[config.mk]
export PLATFORM = sky130hd
export DESIGN_NAME = axil_xbar
export DESIGN_NICKNAME = d
export VERILOG_FILES = /design/src/rtl/xbar_pkg.sv /design/src/rtl/addr_decoder.sv /design/src/rtl/axil_xbar.sv /design/src/rtl/chan_mux.sv /design/src/rtl/decerr_responder.sv /design/src/rtl/xbar_route_ctrl.sv
export SDC_FILE = /design/constraint.sdc
export NUM_CORES = 1
export LEC_CHECK = 0
export BUFFER_PORTS_ARGS = -buffer_cell sky130_fd_sc_hd__buf_4
export CAP_MARGIN = 20
export CORE_AREA = 3 3 185 187
export CTS_CLUSTER_SIZE = 25
export DETAILED_ROUTE_END_ITERATION = 8
export DIE_AREA = 0 0 188 190
export GPL_TIMING_DRIVEN = 0
export SETUP_SLACK_MARGIN = 0.5
export SYNTH_ARGS = -nofsm -noshare
export SYNTH_HDL_FRONTEND = slang
export SYNTH_SLANG_ARGS = --single-unit
[constraint.sdc]
create_clock -name clk_i -period 2.05 [get_ports clk_i]
set_clock_uncertainty 0.15 [all_clocks]
set_input_delay 0.205 -clock clk_i [delete_from_list [all_inputs] [get_ports clk_i]]
set_output_delay 0.205 -clock clk_i [all_outputs]
set_load 0.1 [all_outputs]
[src/rtl/xbar_pkg.sv]
package xbar_pkg;

  // Port counts
  localparam int NUM_IN  = 2;
  localparam int NUM_OUT = 2;
  localparam int TGT_W   = 2; // Covers outputs plus the decode-error target
  localparam int IN_W    = 1;

  // Bus widths
  localparam int ADDR_W = 16;
  localparam int DATA_W = 32;
  localparam int STRB_W = DATA_W / 8;

  // Address map, one base/mask pair per output
  localparam logic [NUM_OUT-1:0][ADDR_W-1:0] OUT_BASE = {16'h4000, 16'h0000};
  localparam logic [NUM_OUT-1:0][ADDR_W-1:0] OUT_MASK = {16'hC000, 16'hC000};

  // AXI response codes
  localparam logic [1:0] RESP_OKAY   = 2'b00;
  localparam logic [1:0] RESP_SLVERR = 2'b10;
  localparam logic [1:0] RESP_DECERR = 2'b11;

  // Address channel payload, AW and AR
  typedef struct packed {
    logic [ADDR_W-1:0] addr;
    logic [2:0]        prot;
  } addr_pl_t;

  // Write data payload
  typedef struct packed {
    logic [DATA_W-1:0] data;
    logic [STRB_W-1:0] strb;
  } wdata_pl_t;

  // Read data payload
  typedef struct packed {
    logic [DATA_W-1:0] data;
    logic [1:0]        resp;
  } rdata_pl_t;

endpackage

[src/rtl/addr_decoder.sv]
`timescale 1ns/1ps

module addr_decoder import xbar_pkg::*; (
  input  logic [ADDR_W-1:0] addr_i,
  output logic [TGT_W-1:0]  tgt_o
);

  // Walk down so the lowest matching output wins
  always_comb begin
    tgt_o = TGT_W'(NUM_OUT); // No range hit, route to decode error
    for (int j = NUM_OUT - 1; j >= 0; j--) begin
      if ((addr_i & OUT_MASK[j]) == OUT_BASE[j]) begin
        tgt_o = TGT_W'(j);
      end
    end
  end

endmodule

[src/rtl/axil_xbar.sv]
`timescale 1ns/1ps

module axil_xbar import xbar_pkg::*; (
  input  logic                              clk_i,
  input  logic                              rst_i,
  // Manager side
  input  logic [NUM_IN-1:0]                 in_awvalid_i,
  output logic [NUM_IN-1:0]                 in_awready_o,
  input  logic [NUM_IN-1:0][ADDR_W-1:0]     in_awaddr_i,
  input  logic [NUM_IN-1:0][2:0]            in_awprot_i,
  input  logic [NUM_IN-1:0]                 in_wvalid_i,
  output logic [NUM_IN-1:0]                 in_wready_o,
  input  logic [NUM_IN-1:0][DATA_W-1:0]     in_wdata_i,
  input  logic [NUM_IN-1:0][STRB_W-1:0]     in_wstrb_i,
  output logic [NUM_IN-1:0]                 in_bvalid_o,
  input  logic [NUM_IN-1:0]                 in_bready_i,
  output logic [NUM_IN-1:0][1:0]            in_bresp_o,
  input  logic [NUM_IN-1:0]                 in_arvalid_i,
  output logic [NUM_IN-1:0]                 in_arready_o,
  input  logic [NUM_IN-1:0][ADDR_W-1:0]     in_araddr_i,
  input  logic [NUM_IN-1:0][2:0]            in_arprot_i,
  output logic [NUM_IN-1:0]                 in_rvalid_o,
  input  logic [NUM_IN-1:0]                 in_rready_i,
  output logic [NUM_IN-1:0][DATA_W-1:0]     in_rdata_o,
  output logic [NUM_IN-1:0][1:0]            in_rresp_o,
  // Subordinate side
  output logic [NUM_OUT-1:0]                out_awvalid_o,
  input  logic [NUM_OUT-1:0]                out_awready_i,
  output logic [NUM_OUT-1:0][ADDR_W-1:0]    out_awaddr_o,
  output logic [NUM_OUT-1:0][2:0]           out_awprot_o,
  output logic [NUM_OUT-1:0]                out_wvalid_o,
  input  logic [NUM_OUT-1:0]                out_wready_i,
  output logic [NUM_OUT-1:0][DATA_W-1:0]    out_wdata_o,
  output logic [NUM_OUT-1:0][STRB_W-1:0]    out_wstrb_o,
  input  logic [NUM_OUT-1:0]                out_bvalid_i,
  output logic [NUM_OUT-1:0]                out_bready_o,
  input  logic [NUM_OUT-1:0][1:0]           out_bresp_i,
  output logic [NUM_OUT-1:0]                out_arvalid_o,
  input  logic [NUM_OUT-1:0]                out_arready_i,
  output logic [NUM_OUT-1:0][ADDR_W-1:0]    out_araddr_o,
  output logic [NUM_OUT-1:0][2:0]           out_arprot_o,
  input  logic [NUM_OUT-1:0]                out_rvalid_i,
  output logic [NUM_OUT-1:0]                out_rready_o,
  input  logic [NUM_OUT-1:0][DATA_W-1:0]    out_rdata_i,
  input  logic [NUM_OUT-1:0][1:0]           out_rresp_i
);

  logic [NUM_IN-1:0][TGT_W-1:0] aw_tgt;
  logic [NUM_IN-1:0][TGT_W-1:0] ar_tgt;
  logic [NUM_OUT:0][IN_W-1:0]   aw_sel;
  logic [NUM_OUT:0][IN_W-1:0]   ar_sel;
  logic [NUM_OUT:0]             aw_busy;
  logic [NUM_OUT:0]             ar_busy;
  logic [NUM_OUT:0]             aw_pend;
  logic [NUM_OUT:0]             w_pend;
  logic [NUM_OUT:0]             ar_pend;
  logic [NUM_IN-1:0][TGT_W-1:0] w_tgt;
  logic [NUM_IN-1:0][TGT_W-1:0] r_tgt;
  logic [NUM_IN-1:0]            w_act;
  logic [NUM_IN-1:0]            r_act;
  logic [NUM_OUT:0]             aw_done;
  logic [NUM_OUT:0]             w_done;
  logic [NUM_OUT:0]             ar_done;
  logic [NUM_IN-1:0]            b_done;
  logic [NUM_IN-1:0]            r_done;

  // Target side handshakes, index NUM_OUT is the decode-error responder
  logic [NUM_OUT:0]             tgt_awvalid;
  logic [NUM_OUT:0]             tgt_awready;
  logic [NUM_OUT:0]             tgt_wvalid;
  logic [NUM_OUT:0]             tgt_wready;
  logic [NUM_OUT:0]             tgt_bvalid;
  logic [NUM_OUT:0]             tgt_bready;
  logic [NUM_OUT:0][1:0]        tgt_bresp;
  logic [NUM_OUT:0]             tgt_arvalid;
  logic [NUM_OUT:0]             tgt_arready;
  logic [NUM_OUT:0]             tgt_rvalid;
  logic [NUM_OUT:0]             tgt_rready;
  rdata_pl_t [NUM_OUT:0]        tgt_r_pl;

  addr_pl_t [NUM_IN-1:0]        in_aw_pl;
  addr_pl_t [NUM_IN-1:0]        in_ar_pl;
  wdata_pl_t [NUM_IN-1:0]       in_w_pl;
  rdata_pl_t [NUM_IN-1:0]       in_r_pl;
  addr_pl_t [NUM_OUT-1:0]       out_aw_pl;
  addr_pl_t [NUM_OUT-1:0]       out_ar_pl;
  wdata_pl_t [NUM_OUT-1:0]      out_w_pl;

  for (genvar i = 0; i < NUM_IN; i++) begin : gen_in
    addr_decoder u_aw_dec (.addr_i(in_awaddr_i[i]), .tgt_o(aw_tgt[i]));
    addr_decoder u_ar_dec (.addr_i(in_araddr_i[i]), .tgt_o(ar_tgt[i]));

    assign in_aw_pl[i] = '{addr: in_awaddr_i[i], prot: in_awprot_i[i]};
    assign in_ar_pl[i] = '{addr: in_araddr_i[i], prot: in_arprot_i[i]};
    assign in_w_pl[i]  = '{data: in_wdata_i[i], strb: in_wstrb_i[i]};

    // Readies and responses only from the routed target
    assign in_awready_o[i] = w_act[i] & aw_pend[w_tgt[i]] & tgt_awready[w_tgt[i]];
    assign in_wready_o[i]  = w_act[i] & w_pend[w_tgt[i]] & tgt_wready[w_tgt[i]];
    assign in_bvalid_o[i]  = w_act[i] & tgt_bvalid[w_tgt[i]];
    assign in_bresp_o[i]   = tgt_bresp[w_tgt[i]];
    assign in_arready_o[i] = r_act[i] & ar_pend[r_tgt[i]] & tgt_arready[r_tgt[i]];
    assign in_rvalid_o[i]  = r_act[i] & tgt_rvalid[r_tgt[i]];

    chan_mux #(.payload_t(rdata_pl_t), .N_SEL(NUM_OUT + 1)) u_r_mux (
      .sel_i (r_tgt[i]),
      .pl_i  (tgt_r_pl),
      .pl_o  (in_r_pl[i])
    );
    assign in_rdata_o[i] = in_r_pl[i].data;
    assign in_rresp_o[i] = in_r_pl[i].resp;

    assign b_done[i] = in_bvalid_o[i] & in_bready_i[i];
    assign r_done[i] = in_rvalid_o[i] & in_rready_i[i];
  end

  for (genvar t = 0; t <= NUM_OUT; t++) begin : gen_tgt
    // Valids reach a target only from its owner
    assign tgt_awvalid[t] = aw_busy[t] & aw_pend[t] & in_awvalid_i[aw_sel[t]];
    assign tgt_wvalid[t]  = aw_busy[t] & w_pend[t] & in_wvalid_i[aw_sel[t]];
    assign tgt_bready[t]  = aw_busy[t] & in_bready_i[aw_sel[t]];
    assign tgt_arvalid[t] = ar_busy[t] & ar_pend[t] & in_arvalid_i[ar_sel[t]];
    assign tgt_rready[t]  = ar_busy[t] & in_rready_i[ar_sel[t]];

    assign aw_done[t] = tgt_awvalid[t] & tgt_awready[t];
    assign w_done[t]  = tgt_wvalid[t] & tgt_wready[t];
    assign ar_done[t] = tgt_arvalid[t] & tgt_arready[t];
  end

  for (genvar j = 0; j < NUM_OUT; j++) begin : gen_out
    chan_mux #(.payload_t(addr_pl_t), .N_SEL(NUM_IN)) u_aw_mux (
      .sel_i (aw_sel[j]),
      .pl_i  (in_aw_pl),
      .pl_o  (out_aw_pl[j])
    );
    chan_mux #(.payload_t(wdata_pl_t), .N_SEL(NUM_IN)) u_w_mux (
      .sel_i (aw_sel[j]),
      .pl_i  (in_w_pl),
      .pl_o  (out_w_pl[j])
    );
    chan_mux #(.payload_t(addr_pl_t), .N_SEL(NUM_IN)) u_ar_mux (
      .sel_i (ar_sel[j]),
      .pl_i  (in_ar_pl),
      .pl_o  (out_ar_pl[j])
    );

    assign out_awvalid_o[j] = tgt_awvalid[j];
    assign out_awaddr_o[j]  = out_aw_pl[j].addr;
    assign out_awprot_o[j]  = out_aw_pl[j].prot;
    assign out_wvalid_o[j]  = tgt_wvalid[j];
    assign out_wdata_o[j]   = out_w_pl[j].data;
    assign out_wstrb_o[j]   = out_w_pl[j].strb;
    assign out_bready_o[j]  = tgt_bready[j];
    assign out_arvalid_o[j] = tgt_arvalid[j];
    assign out_araddr_o[j]  = out_ar_pl[j].addr;
    assign out_arprot_o[j]  = out_ar_pl[j].prot;
    assign out_rready_o[j]  = tgt_rready[j];

    assign tgt_awready[j] = out_awready_i[j];
    assign tgt_wready[j]  = out_wready_i[j];
    assign tgt_bvalid[j]  = out_bvalid_i[j];
    assign tgt_bresp[j]   = out_bresp_i[j];
    assign tgt_arready[j] = out_arready_i[j];
    assign tgt_rvalid[j]  = out_rvalid_i[j];
    assign tgt_r_pl[j]    = '{data: out_rdata_i[j], resp: out_rresp_i[j]};
  end

  // Decode-error target answers with fixed codes
  assign tgt_bresp[NUM_OUT] = RESP_DECERR;
  assign tgt_r_pl[NUM_OUT]  = '{data: '0, resp: RESP_DECERR};

  decerr_responder u_decerr (
    .clk_i     (clk_i),
    .rst_i     (rst_i),
    .awvalid_i (tgt_awvalid[NUM_OUT]),
    .awready_o (tgt_awready[NUM_OUT]),
    .wvalid_i  (tgt_wvalid[NUM_OUT]),
    .wready_o  (tgt_wready[NUM_OUT]),
    .bvalid_o  (tgt_bvalid[NUM_OUT]),
    .bready_i  (tgt_bready[NUM_OUT]),
    .arvalid_i (tgt_arvalid[NUM_OUT]),
    .arready_o (tgt_arready[NUM_OUT]),
    .rvalid_o  (tgt_rvalid[NUM_OUT]),
    .rready_i  (tgt_rready[NUM_OUT])
  );

  xbar_route_ctrl u_ctrl (
    .clk_i         (clk_i),
    .rst_i         (rst_i),
    .aw_req_i      (in_awvalid_i & in_wvalid_i), // AW and W travel together
    .ar_req_i      (in_arvalid_i),
    .aw_tgt_i      (aw_tgt),
    .ar_tgt_i      (ar_tgt),
    .aw_done_i     (aw_done),
    .w_done_i      (w_done),
    .ar_done_i     (ar_done),
    .b_done_i      (b_done),
    .r_done_i      (r_done),
    .out_aw_sel_o  (aw_sel),
    .out_ar_sel_o  (ar_sel),
    .out_aw_busy_o (aw_busy),
    .out_ar_busy_o (ar_busy),
    .out_aw_pend_o (aw_pend),
    .out_w_pend_o  (w_pend),
    .out_ar_pend_o (ar_pend),
    .in_w_tgt_o    (w_tgt),
    .in_r_tgt_o    (r_tgt),
    .in_w_act_o    (w_act),
    .in_r_act_o    (r_act)
  );

endmodule

[src/rtl/chan_mux.sv]
`timescale 1ns/1ps

module chan_mux #(
  parameter type payload_t = logic,
  parameter int  N_SEL     = 2
) (
  input  logic [$clog2(N_SEL)-1:0] sel_i,
  input  payload_t [N_SEL-1:0]     pl_i,
  output payload_t                 pl_o
);

  always_comb begin
    pl_o = pl_i[0]; // Out of range index falls back to source 0
    for (int k = 1; k < N_SEL; k++) begin
      if (sel_i == $clog2(N_SEL)'(k)) begin
        pl_o = pl_i[k];
      end
    end
  end

endmodule

[src/rtl/decerr_responder.sv]
`timescale 1ns/1ps

module decerr_responder (
  input  logic clk_i,
  input  logic rst_i,
  input  logic awvalid_i,
  output logic awready_o,
  input  logic wvalid_i,
  output logic wready_o,
  output logic bvalid_o,
  input  logic bready_i,
  input  logic arvalid_i,
  output logic arready_o,
  output logic rvalid_o,
  input  logic rready_i
);

  logic aw_got; // AW accepted, waiting for W
  logic w_got;  // W accepted, waiting for AW
  logic aw_seen;
  logic w_seen;

  // No new beats while a response is outstanding
  assign awready_o = ~aw_got & ~bvalid_o;
  assign wready_o  = ~w_got & ~bvalid_o;
  assign arready_o = ~rvalid_o;

  assign aw_seen = aw_got | (awvalid_i & awready_o);
  assign w_seen  = w_got | (wvalid_i & wready_o);

  always_ff @(posedge clk_i) begin
    if (rst_i) begin
      aw_got   <= 1'b0;
      w_got    <= 1'b0;
      bvalid_o <= 1'b0;
      rvalid_o <= 1'b0;
    end else begin
      if (bvalid_o) begin
        if (bready_i) bvalid_o <= 1'b0;
      end else if (aw_seen && w_seen) begin
        // Both halves in, answer next cycle
        bvalid_o <= 1'b1;
        aw_got   <= 1'b0;
        w_got    <= 1'b0;
      end else begin
        aw_got <= aw_seen;
        w_got  <= w_seen;
      end

      if (rvalid_o && rready_i) begin
        rvalid_o <= 1'b0;
      end else if (arvalid_i && arready_o) begin
        rvalid_o <= 1'b1;
      end
    end
  end

endmodule

[src/rtl/xbar_route_ctrl.sv]
`timescale 1ns/1ps

module xbar_route_ctrl import xbar_pkg::*; (
  input  logic                          clk_i,
  input  logic                          rst_i,
  input  logic [NUM_IN-1:0]             aw_req_i,
  input  logic [NUM_IN-1:0]             ar_req_i,
  input  logic [NUM_IN-1:0][TGT_W-1:0]  aw_tgt_i,
  input  logic [NUM_IN-1:0][TGT_W-1:0]  ar_tgt_i,
  input  logic [NUM_OUT:0]              aw_done_i,
  input  logic [NUM_OUT:0]              w_done_i,
  input  logic [NUM_OUT:0]              ar_done_i,
  input  logic [NUM_IN-1:0]             b_done_i,
  input  logic [NUM_IN-1:0]             r_done_i,
  output logic [NUM_OUT:0][IN_W-1:0]    out_aw_sel_o,
  output logic [NUM_OUT:0][IN_W-1:0]    out_ar_sel_o,
  output logic [NUM_OUT:0]              out_aw_busy_o,
  output logic [NUM_OUT:0]              out_ar_busy_o,
  output logic [NUM_OUT:0]              out_aw_pend_o,
  output logic [NUM_OUT:0]              out_w_pend_o,
  output logic [NUM_OUT:0]              out_ar_pend_o,
  output logic [NUM_IN-1:0][TGT_W-1:0]  in_w_tgt_o,
  output logic [NUM_IN-1:0][TGT_W-1:0]  in_r_tgt_o,
  output logic [NUM_IN-1:0]             in_w_act_o,
  output logic [NUM_IN-1:0]             in_r_act_o
);

  logic [NUM_OUT:0][IN_W-1:0]   w_rr_q;     // Last write winner per target
  logic [NUM_OUT:0][IN_W-1:0]   r_rr_q;     // Last read winner per target
  logic [NUM_OUT:0][NUM_IN-1:0] w_req;
  logic [NUM_OUT:0][NUM_IN-1:0] r_req;
  logic [NUM_OUT:0]             w_gnt;
  logic [NUM_OUT:0]             r_gnt;
  logic [NUM_OUT:0][IN_W-1:0]   w_gnt_idx;
  logic [NUM_OUT:0][IN_W-1:0]   r_gnt_idx;
  logic [NUM_IN-1:0]            in_w_gnt;
  logic [NUM_IN-1:0]            in_r_gnt;

  // First requester after the previous winner
  function automatic logic [IN_W-1:0] rr_pick(input logic [NUM_IN-1:0] req,
                                              input logic [IN_W-1:0]   last);
    logic [IN_W-1:0] pick;
    int              idx;
    pick = last;
    for (int k = NUM_IN; k >= 1; k--) begin
      idx = (int'(last) + k) % NUM_IN;
      if (req[idx]) pick = IN_W'(idx);
    end
    return pick;
  endfunction

  for (genvar t = 0; t <= NUM_OUT; t++) begin : gen_tgt
    for (genvar i = 0; i < NUM_IN; i++) begin : gen_req
      // Only idle inputs compete
      assign w_req[t][i] = aw_req_i[i] & ~in_w_act_o[i] & (aw_tgt_i[i] == TGT_W'(t));
      assign r_req[t][i] = ar_req_i[i] & ~in_r_act_o[i] & (ar_tgt_i[i] == TGT_W'(t));
    end
    assign w_gnt[t]     = ~out_aw_busy_o[t] & (|w_req[t]);
    assign r_gnt[t]     = ~out_ar_busy_o[t] & (|r_req[t]);
    assign w_gnt_idx[t] = rr_pick(w_req[t], w_rr_q[t]);
    assign r_gnt_idx[t] = rr_pick(r_req[t], r_rr_q[t]);
  end

  // Fold target grants back onto the inputs
  always_comb begin
    in_w_gnt = '0;
    in_r_gnt = '0;
    for (int t = 0; t <= NUM_OUT; t++) begin
      for (int i = 0; i < NUM_IN; i++) begin
        if (w_gnt[t] && w_gnt_idx[t] == IN_W'(i)) in_w_gnt[i] = 1'b1;
        if (r_gnt[t] && r_gnt_idx[t] == IN_W'(i)) in_r_gnt[i] = 1'b1;
      end
    end
  end

  always_ff @(posedge clk_i) begin
    if (rst_i) begin
      w_rr_q        <= '0;
      r_rr_q        <= '0;
      out_aw_sel_o  <= '0;
      out_ar_sel_o  <= '0;
      out_aw_busy_o <= '0;
      out_ar_busy_o <= '0;
      out_aw_pend_o <= '0;
      out_w_pend_o  <= '0;
      out_ar_pend_o <= '0;
      in_w_tgt_o    <= '0;
      in_r_tgt_o    <= '0;
      in_w_act_o    <= '0;
      in_r_act_o    <= '0;
    end else begin
      for (int t = 0; t <= NUM_OUT; t++) begin
        if (aw_done_i[t]) out_aw_pend_o[t] <= 1'b0;
        if (w_done_i[t])  out_w_pend_o[t]  <= 1'b0;
        if (ar_done_i[t]) out_ar_pend_o[t] <= 1'b0;
        // Ownership ends with the response at the owning input
        if (out_aw_busy_o[t] && b_done_i[out_aw_sel_o[t]]) out_aw_busy_o[t] <= 1'b0;
        if (out_ar_busy_o[t] && r_done_i[out_ar_sel_o[t]]) out_ar_busy_o[t] <= 1'b0;

        if (w_gnt[t]) begin
          out_aw_busy_o[t] <= 1'b1;
          out_aw_sel_o[t]  <= w_gnt_idx[t];
          w_rr_q[t]        <= w_gnt_idx[t];
          out_aw_pend_o[t] <= 1'b1;
          out_w_pend_o[t]  <= 1'b1;
        end
        if (r_gnt[t]) begin
          out_ar_busy_o[t] <= 1'b1;
          out_ar_sel_o[t]  <= r_gnt_idx[t];
          r_rr_q[t]        <= r_gnt_idx[t];
          out_ar_pend_o[t] <= 1'b1;
        end
      end

      for (int i = 0; i < NUM_IN; i++) begin
        if (b_done_i[i]) in_w_act_o[i] <= 1'b0;
        if (r_done_i[i]) in_r_act_o[i] <= 1'b0;
        if (in_w_gnt[i]) begin
          in_w_act_o[i] <= 1'b1;
          in_w_tgt_o[i] <= aw_tgt_i[i];
        end
        if (in_r_gnt[i]) begin
          in_r_act_o[i] <= 1'b1;
          in_r_tgt_o[i] <= ar_tgt_i[i];
        end
      end
    end
  end

endmodule

==> metrics.md, run 1 <==
| Metric | Value |
|---|---|
| Initial DRC count | `~310` |
| CTS Buf Count | `5` |
| Root Buffer | `clkbuf_16` |
| Core Footprint | `approximately 0.033 mm²` |
| Critical Path Start Type | `register` |
| Achievable frequency | `494 MHz` |
| Ratio of cells with drive above 1 in the final layout | `0.827` |
| Antenna Nets Post-Route | `0` |
| Die area | `approximately 0.036 mm²` |
| Fraction of registers with async set/reset | `0` |
| NumNets Final | `between 1,500 and 2,000` |
| PD cells | `~560 mW/mm²` |
| Netlist Area Pre-Place | `roughly 0.0057 mm²` |
| Count of cell types in the netlist | `58` |
| GPL Wtd Cong | `0.886` |
| Tmin final | `2.03 ns` |
| CTS sink count | `37` |
| Headroom to the max-slew limit | `0.561` |
| Gr usage total | `0.198` |
| Area delta synth->final | `212%` |
| First-pass GRT wire length | `~55,000 µm` |
| H-tree Lvls | `2` |
| N_diodes | `0` |
| Final hold viol count | `0` |
| Most common cell in the synthesized netlist | `mux2_2` |
| Row cnt | `between 60 and 70` |
| GRT overflow | `0` |
| Largest net degree at the start of global routing | `12` |
| Final Cycle Share | `0.988` |
| Number of port buffers | `481` |
| Synth area leaders | `mux2_2 30%, mux2i_1 17%, dfxtp_1 13%` |
| Worst setup EP type | `output pin` |
| Initial antenna violation count | `0` |
| Vias in the first global route | `about 9,000` |
| Final Non-Filler Cells | `1,745` |
| # IOs | `482` |
| Sequential element share of the synthesized area | `0.130` |
| RSZ-0062 raised after global routing | `yes` |
| EDFF count, synth | `0` |
| R2R depth | `4` |
| Number of synthesized register bits | `37` |
| Initial Utilization | `0.175` |
| Drc violations | `0` |
| Final count of negative-setup-slack endpoints | `0` |
| Drt pass-1 iters | `4` |
| Critical path startpoint | `u_ctrl.out_aw_sel_o[0]$_SDFFE_PP0P_` |
| Routed len/inst | `23.9 µm` |
| DP HPWL | `28,900 µm` |
| Main synth FF type | `dfxtp_1` |
| Total Power | `~9900 µW` |
| Synth top area share | `0.300` |
| Vias | `8,522` |
| Hold WC Path Type | `in2reg` |
| Arr. time, crit path | `~1.7 ns` |
| Syn_nets | `between 900 and 1,000` |
| Avg Cell Area, Syn | `a little under 8 µm²` |
| Pre-CTS setup slack | `-0.0241 ns` |
| Drt via density | `4.88` |
| Slew Limit Fails | `0` |
| Die width | `188 µm` |
| Placed cell count | `between 1,500 and 2,000` |
| Required @ worst endpoint | `approximately 1.7 ns` |
| Post-route setup slack | `0.0247 ns` |
| Status | `finished, final reports clean` |
| VDD IR max | `slightly below 400 µV` |
| Synth area leader | `mux2_2` |
| RR Startpoint | `u_ctrl.in_r_act_o[0]$_SDFFE_PP0P_` |
| Longest Clk Path Bufs | `2` |
| Slew @ Worst Pin | `approximately 0.66 ns` |
| CTS tree | `built` |
| Reg-to-Reg End | `u_ctrl.in_r_act_o[1]$_SDFFE_PP0P_` |
| Hold Path Depth | `3` |
| Pleak | `0.00727 µW` |
| Worst-path clk slew | `0.06 ns` |
| Highest net fanout along the worst path | `6` |
| Synth top cells by count | `152 x mux2_2, 95 x mux2i_1, 95 x nand2_1` |
| Worst setup endpoint | `out_wdata_o[26]` |
| Post-CTS Hold Buffers | `0` |
| Cells after Synth | `720` |
| Chip height | `between 150 and 200 µm` |
| Worst-Skew Late Latency | `about 0.29 ns` |
| Post-Route WL | `41,800 µm` |
| Worst Setup Path Type | `reg2out` |
| Yosys warnings | `0` |
| Max-Cap Viols | `0` |
| R2r setup slk | `0.30 ns` |
[per-layer routing]
layer  GRT usage  vias to the layer above  routed length, µm
met2       0.371                      416              21700
met1       0.213                     4182              14800
li1            -                     3838                  -
met3      0.0498                       86               3020
met4      0.0797                        0               2240
met5           0                        -                  0
[how the worst min path moves through the flow]
stage,startpoint,slack [ns],to
final,out_wready_i[0],0.09,u_ctrl.out_w_pend_o[0]$_SDFFE_PP0P_
after global routing,out_wready_i[1],0.09,u_ctrl.out_w_pend_o[1]$_SDFFE_PP0P_
after CTS,out_wready_i[0],0.07,u_ctrl.out_w_pend_o[0]$_SDFFE_PP0P_
after detailed placement,out_wready_i[0],0.37,u_ctrl.out_w_pend_o[0]$_SDFFE_PP0P_
after global placement,u_decerr.aw_got$_SDFFE_PP0N_,0.36,u_decerr.aw_got$_SDFFE_PP0N_
after floorplan,rst_i,0.24,u_ctrl.in_w_tgt_o[2]$_SDFFE_PP0P_
[critical path: stages (launching register included)]
cell	delay, ns
dfxtp_2	0.33
buf_12	0.14
buf_12	0.14
buf_12	0.12
buf_12	0.13
mux2_4	0.33
buf_12	0.17
[state kept, by name, summed over array words and instances (netlist names), 2 cells and up]
register	count
u_ctrl.in_r_tgt_o	4
u_ctrl.in_w_tgt_o	4
u_ctrl.out_ar_busy_o	3
u_ctrl.out_ar_pend_o	3
u_ctrl.out_ar_sel_o	3
u_ctrl.out_aw_busy_o	3
u_ctrl.out_aw_pend_o	3
u_ctrl.out_aw_sel_o	3
u_ctrl.out_w_pend_o	3
u_ctrl.in_r_act_o	2
u_ctrl.in_w_act_o	2
[stage by stage]
step | util | hold WS [ns] | instance area (µm²) | setup TNS (ns)
6_report | 0.547 | 0.0902 | 17800 | 0
3_5_place_dp | 0.356 | 0.369 | 11600 | -0.110
4_1_cts | 0.461 | 0.0684 | 15100 | 0
5_1_grt | 0.547 | 0.0926 | 17800 | -0.119
2_1_floorplan | - | 0.242 | 7450 | 0
3_3_place_gp | 0.356 | 0.364 | 11600 | 0
[final cells by class]
| type | count | area [µm²] |
|---|---|---|
| fillers | 2588 | 14800 |
| plain buffers | 60 | 1010 |
| multi-input cells | 607 | 7490 |
| clock buffers | 7 | 143 |
| well taps | 442 | 553 |
| repair buffers | 575 | 7760 |
| inverters | 16 | 63.8 |
| flip-flops and latches | 37 | 777 |
| clock inverters | 1 | 30.0 |
[report_power, final]
part | leakage, µW | internal, µW | switching, µW | total (µW)
Sequential | 0.000312 | 780 | 78.5 | 859
Combinational | 0.00688 | 3250 | 4890 | 8130
Clock | 0.0000841 | 608 | 314 | 923
Total | 0.00727 | 4630 | 5280 | 9910
[cell usage in the layout (no fill, tap or decap), types with 6 or more instances in the layout]
cell / Yosys / final
buf_4: 0 / 285
buf_12: 0 / 240
mux2_4: 0 / 147
mux2i_4: 0 / 69
o21ai_4: 0 / 68
nand2_1: 95 / 47
nand2_2: 0 / 41
clkbuf_16: 0 / 37
buf_6: 0 / 34
dfxtp_1: 37 / 22
buf_8: 0 / 21
nor2_1: 26 / 16
mux2i_2: 0 / 15
a21oi_1: 17 / 15
inv_1: 16 / 14
mux2i_1: 95 / 11
nor2_4: 0 / 10
buf_16: 0 / 9
dfxtp_2: 0 / 8
nand2_4: 0 / 7
o21ai_0: 80 / 7
nand3b_1: 7 / 7
nor3_1: 8 / 7
nand4b_1: 7 / 7
dfxtp_4: 0 / 7
and3_4: 0 / 6
o22ai_2: 0 / 6
a21bo_2: 6 / 6
[cells by family after synthesis]
logic type | after synthesis | synth area share
mux | 247 | 0.466
buf+inv | 76 | 0.0528
compound gates | 157 | 0.170
simple gates | 203 | 0.182
flops | 37 | 0.130
[timing repair]
action	in CTS	in global routing
pin swaps	25	43
setup buffers	41	23
cloned	15	15
setup endpoints to repair	272	276
gates resized for setup	589	534
Power figures use the tool's default switching activity.
==> run 2: changes to the inputs <==
Settings changed: SETUP_SLACK_MARGIN 0.5 to not set, SLEW_MARGIN set to 20.
==> metrics.md, run 2 (synthesis results as in run 1) <==
| Metric | Value |
|---|---|
| Die area | `0.0357 mm²` |
| Setup TNS | `0 ns` |
| Number of port buffers | `just under 500` |
| Highest net fanout along the worst path | `6` |
| Hold_ws | `just over 0.1 ns` |
| Headroom to the max-slew limit | `0.494` |
| Placed cell areas | `0.0105 mm²` |
| P_sw | `roughly 4700 µW` |
| Worst Setup Path Type | `reg2out` |
| PD cells | `around 640 mW/mm²` |
| Final hold viol count | `0` |
| Hold WC Path Type | `in2reg` |
| CTS tree | `built` |
| Final count of negative-setup-slack endpoints | `0` |
| Worst-path clk slew | `0.06 ns` |
| Chip height | `approximately 190 µm` |
| RR Startpoint | `u_ctrl.in_r_act_o[0]$_SDFFE_PP0P_` |
| R2R depth | `4` |
| Sequential Power Share | `0.112` |
| Worst setup EP type | `output pin` |
| Hold Startpoint | `out_wready_i[0]` |
| Status | `finished, final reports clean` |
| Worst-Skew Late Latency | `0.28 ns` |
| Initial Utilization | `0.175` |
| Longest Clk Path Bufs | `2` |
| Hold worst-path end | `u_ctrl.out_w_pend_o[0]$_SDFFE_PP0P_` |
| # IOs | `482` |
| Pleak | `between 0.004 and 0.005 µW` |
| Design Area, Final | `roughly 0.012 mm²` |
| Area delta synth->final | `111%` |
| Gr usage total | `0.175` |
| Routed len/inst | `around 20 µm` |
| CTS sink count | `37` |
| Initial antenna violation count | `1` |
| Row cnt | `66` |
| H-tree Lvls | `2` |
| VDD IR max | `slightly above 400 µV` |
| First-pass GRT wire length | `around 49,000 µm` |
| Critical Path Start Type | `register` |
| CTS Buf Count | `5` |
| Arr. time, crit path | `1.66 ns` |
| Core Footprint | `0.0326 mm²` |
| Initial DRC count | `approximately 420` |
| Sw Share | `0.609` |
| Biggest regs | `u_ctrl.in_r_tgt_o (4), u_ctrl.in_w_tgt_o (4)` |
| Layout Utilization | `0.370` |
| Largest net degree at the start of global routing | `13` |
| Most common cell after layout, fill and taps aside | `buf_4` |
| GPL Wtd Cong | `approximately 0.86` |
| Die width | `188 µm` |
| Area of the multi-input gates | `around 0.0057 mm²` |
| Slew @ Worst Pin | `between 0.7 and 0.8 ns` |
| Final Cycle Share | `0.981` |
| R2r setup slk | `0.17 ns` |
| Reg-to-Reg End | `u_ctrl.in_r_act_o[1]$_SDFFE_PP0P_` |
| N_diodes | `0` |
| Fillcell total | `~3,300` |
| Drc violations | `0` |
| Ratio of cells with drive above 1 in the final layout | `0.693` |
| GRT overflow | `0` |
| Post-Route WL | `approximately 34,000 µm` |
| Vias in the first global route | `around 8,000` |
| Cell Int Power | `3040 µW` |
| DP HPWL | `roughly 28,000 µm` |
| Root Buffer | `clkbuf_16` |
| Tmin final | `between 2 and 2.5 ns` |
| Commonest non-fill, non-tap cells in the layout | `416 x buf_4, 151 x mux2_2, 95 x nand2_1` |
| Hold Path Depth | `3` |
| Max-Cap Viols | `0` |
| Vias | `7,924` |
| Logic pwr share | `0.791` |
| Placed cell count | `approximately 1,600` |
| NumNets Final | `roughly 1,500` |
| Antenna Nets Post-Route | `0` |
| Critical path startpoint | `u_ctrl.in_r_tgt_o[0]$_SDFFE_PP0P_` |
| Achievable frequency | `about 500 MHz` |
| Slew Limit Fails | `0` |
| Final Non-Filler Cells | `~1,700` |
| Clock share of power | `0.098` |
| Drt via density | `~4.8` |
| Storage element area | `between 700 and 800 µm²` |
| Required @ worst endpoint | `between 1.5 and 2 ns` |
| Drt pass-1 iters | `7` |
==> run 2: worst max path at each step <==
stage	end	slack (ns)
3_5_place_dp	in_rresp_o[0]	-0.46
5_1_grt	in_arready_o[1]	-0.006
3_3_place_gp	in_rresp_o[0]	-0.48
6_report	in_rdata_o[16]	0.04
4_1_cts	in_rdata_o[10]	-0.007
2_1_floorplan	in_rdata_o[35]	-0.45
==> run 2: power by group through the flow <==
| stage | Clock, µW | Combinational [µW] | Sequential [µW] |
|---|---|---|---|
| after global routing | 819 | 6330 | 880 |
| after floorplan | 0 | 4280 | 836 |
| after CTS | 782 | 6000 | 866 |
| final | 761 | 6160 | 869 |
| after detailed placement | 0 | 5680 | 863 |
| after global placement | 0 | 5650 | 861 |
==> run 2: critical path, stage by stage, from the launching register on <==
cell,delay (ns)
dfxtp_2,0.32
buf_6,0.14
buf_12,0.15
clkbuf_16,0.17
mux2i_4,0.19
o21ai_4,0.16
buf_8,0.23
==> run 2: stage by stage <==
step	setup slack [ns]	power, µW
after floorplan	-0.450	5120
after global placement	-0.485	6510
after detailed placement	-0.463	6540
after CTS	-0.00732	7650
after global routing	-0.00649	8030
final	0.0396	7790
==> run 2: what timing repair did <==
item | CTS | global route
setup endpoints to repair | 230 | 102
buffers inserted | 4 | 9
gates resized for setup | 237 | 89
pin swaps | 0 | 3
cloned | 1 | 4
hold buffers | 0 | 0
endpoints found under the hold margin | 0 | 0
==> run 2: cell type report <==
class | instances | area share
Sequential cell | 37 | 0.0625
Clock buffer | 5 | 0.0104
Clock inverter | 3 | 0.00145
Multi-Input combinational cell | 607 | 0.471
Buffer | 53 | 0.0439
Inverter | 16 | 0.00528
Timing Repair Buffer | 499 | 0.360
Tap cell | 442 | 0.0458
==> run 2: layer usage <==
layer	vias to the layer above	share of wire	GRT usage
met1	3842	0.40	0.204
met2	368	0.51	0.319
met3	43	0.074	0.0477
met4	2	0.021	0.0427
met5	-	0.00038	0
li1	3669	-	-
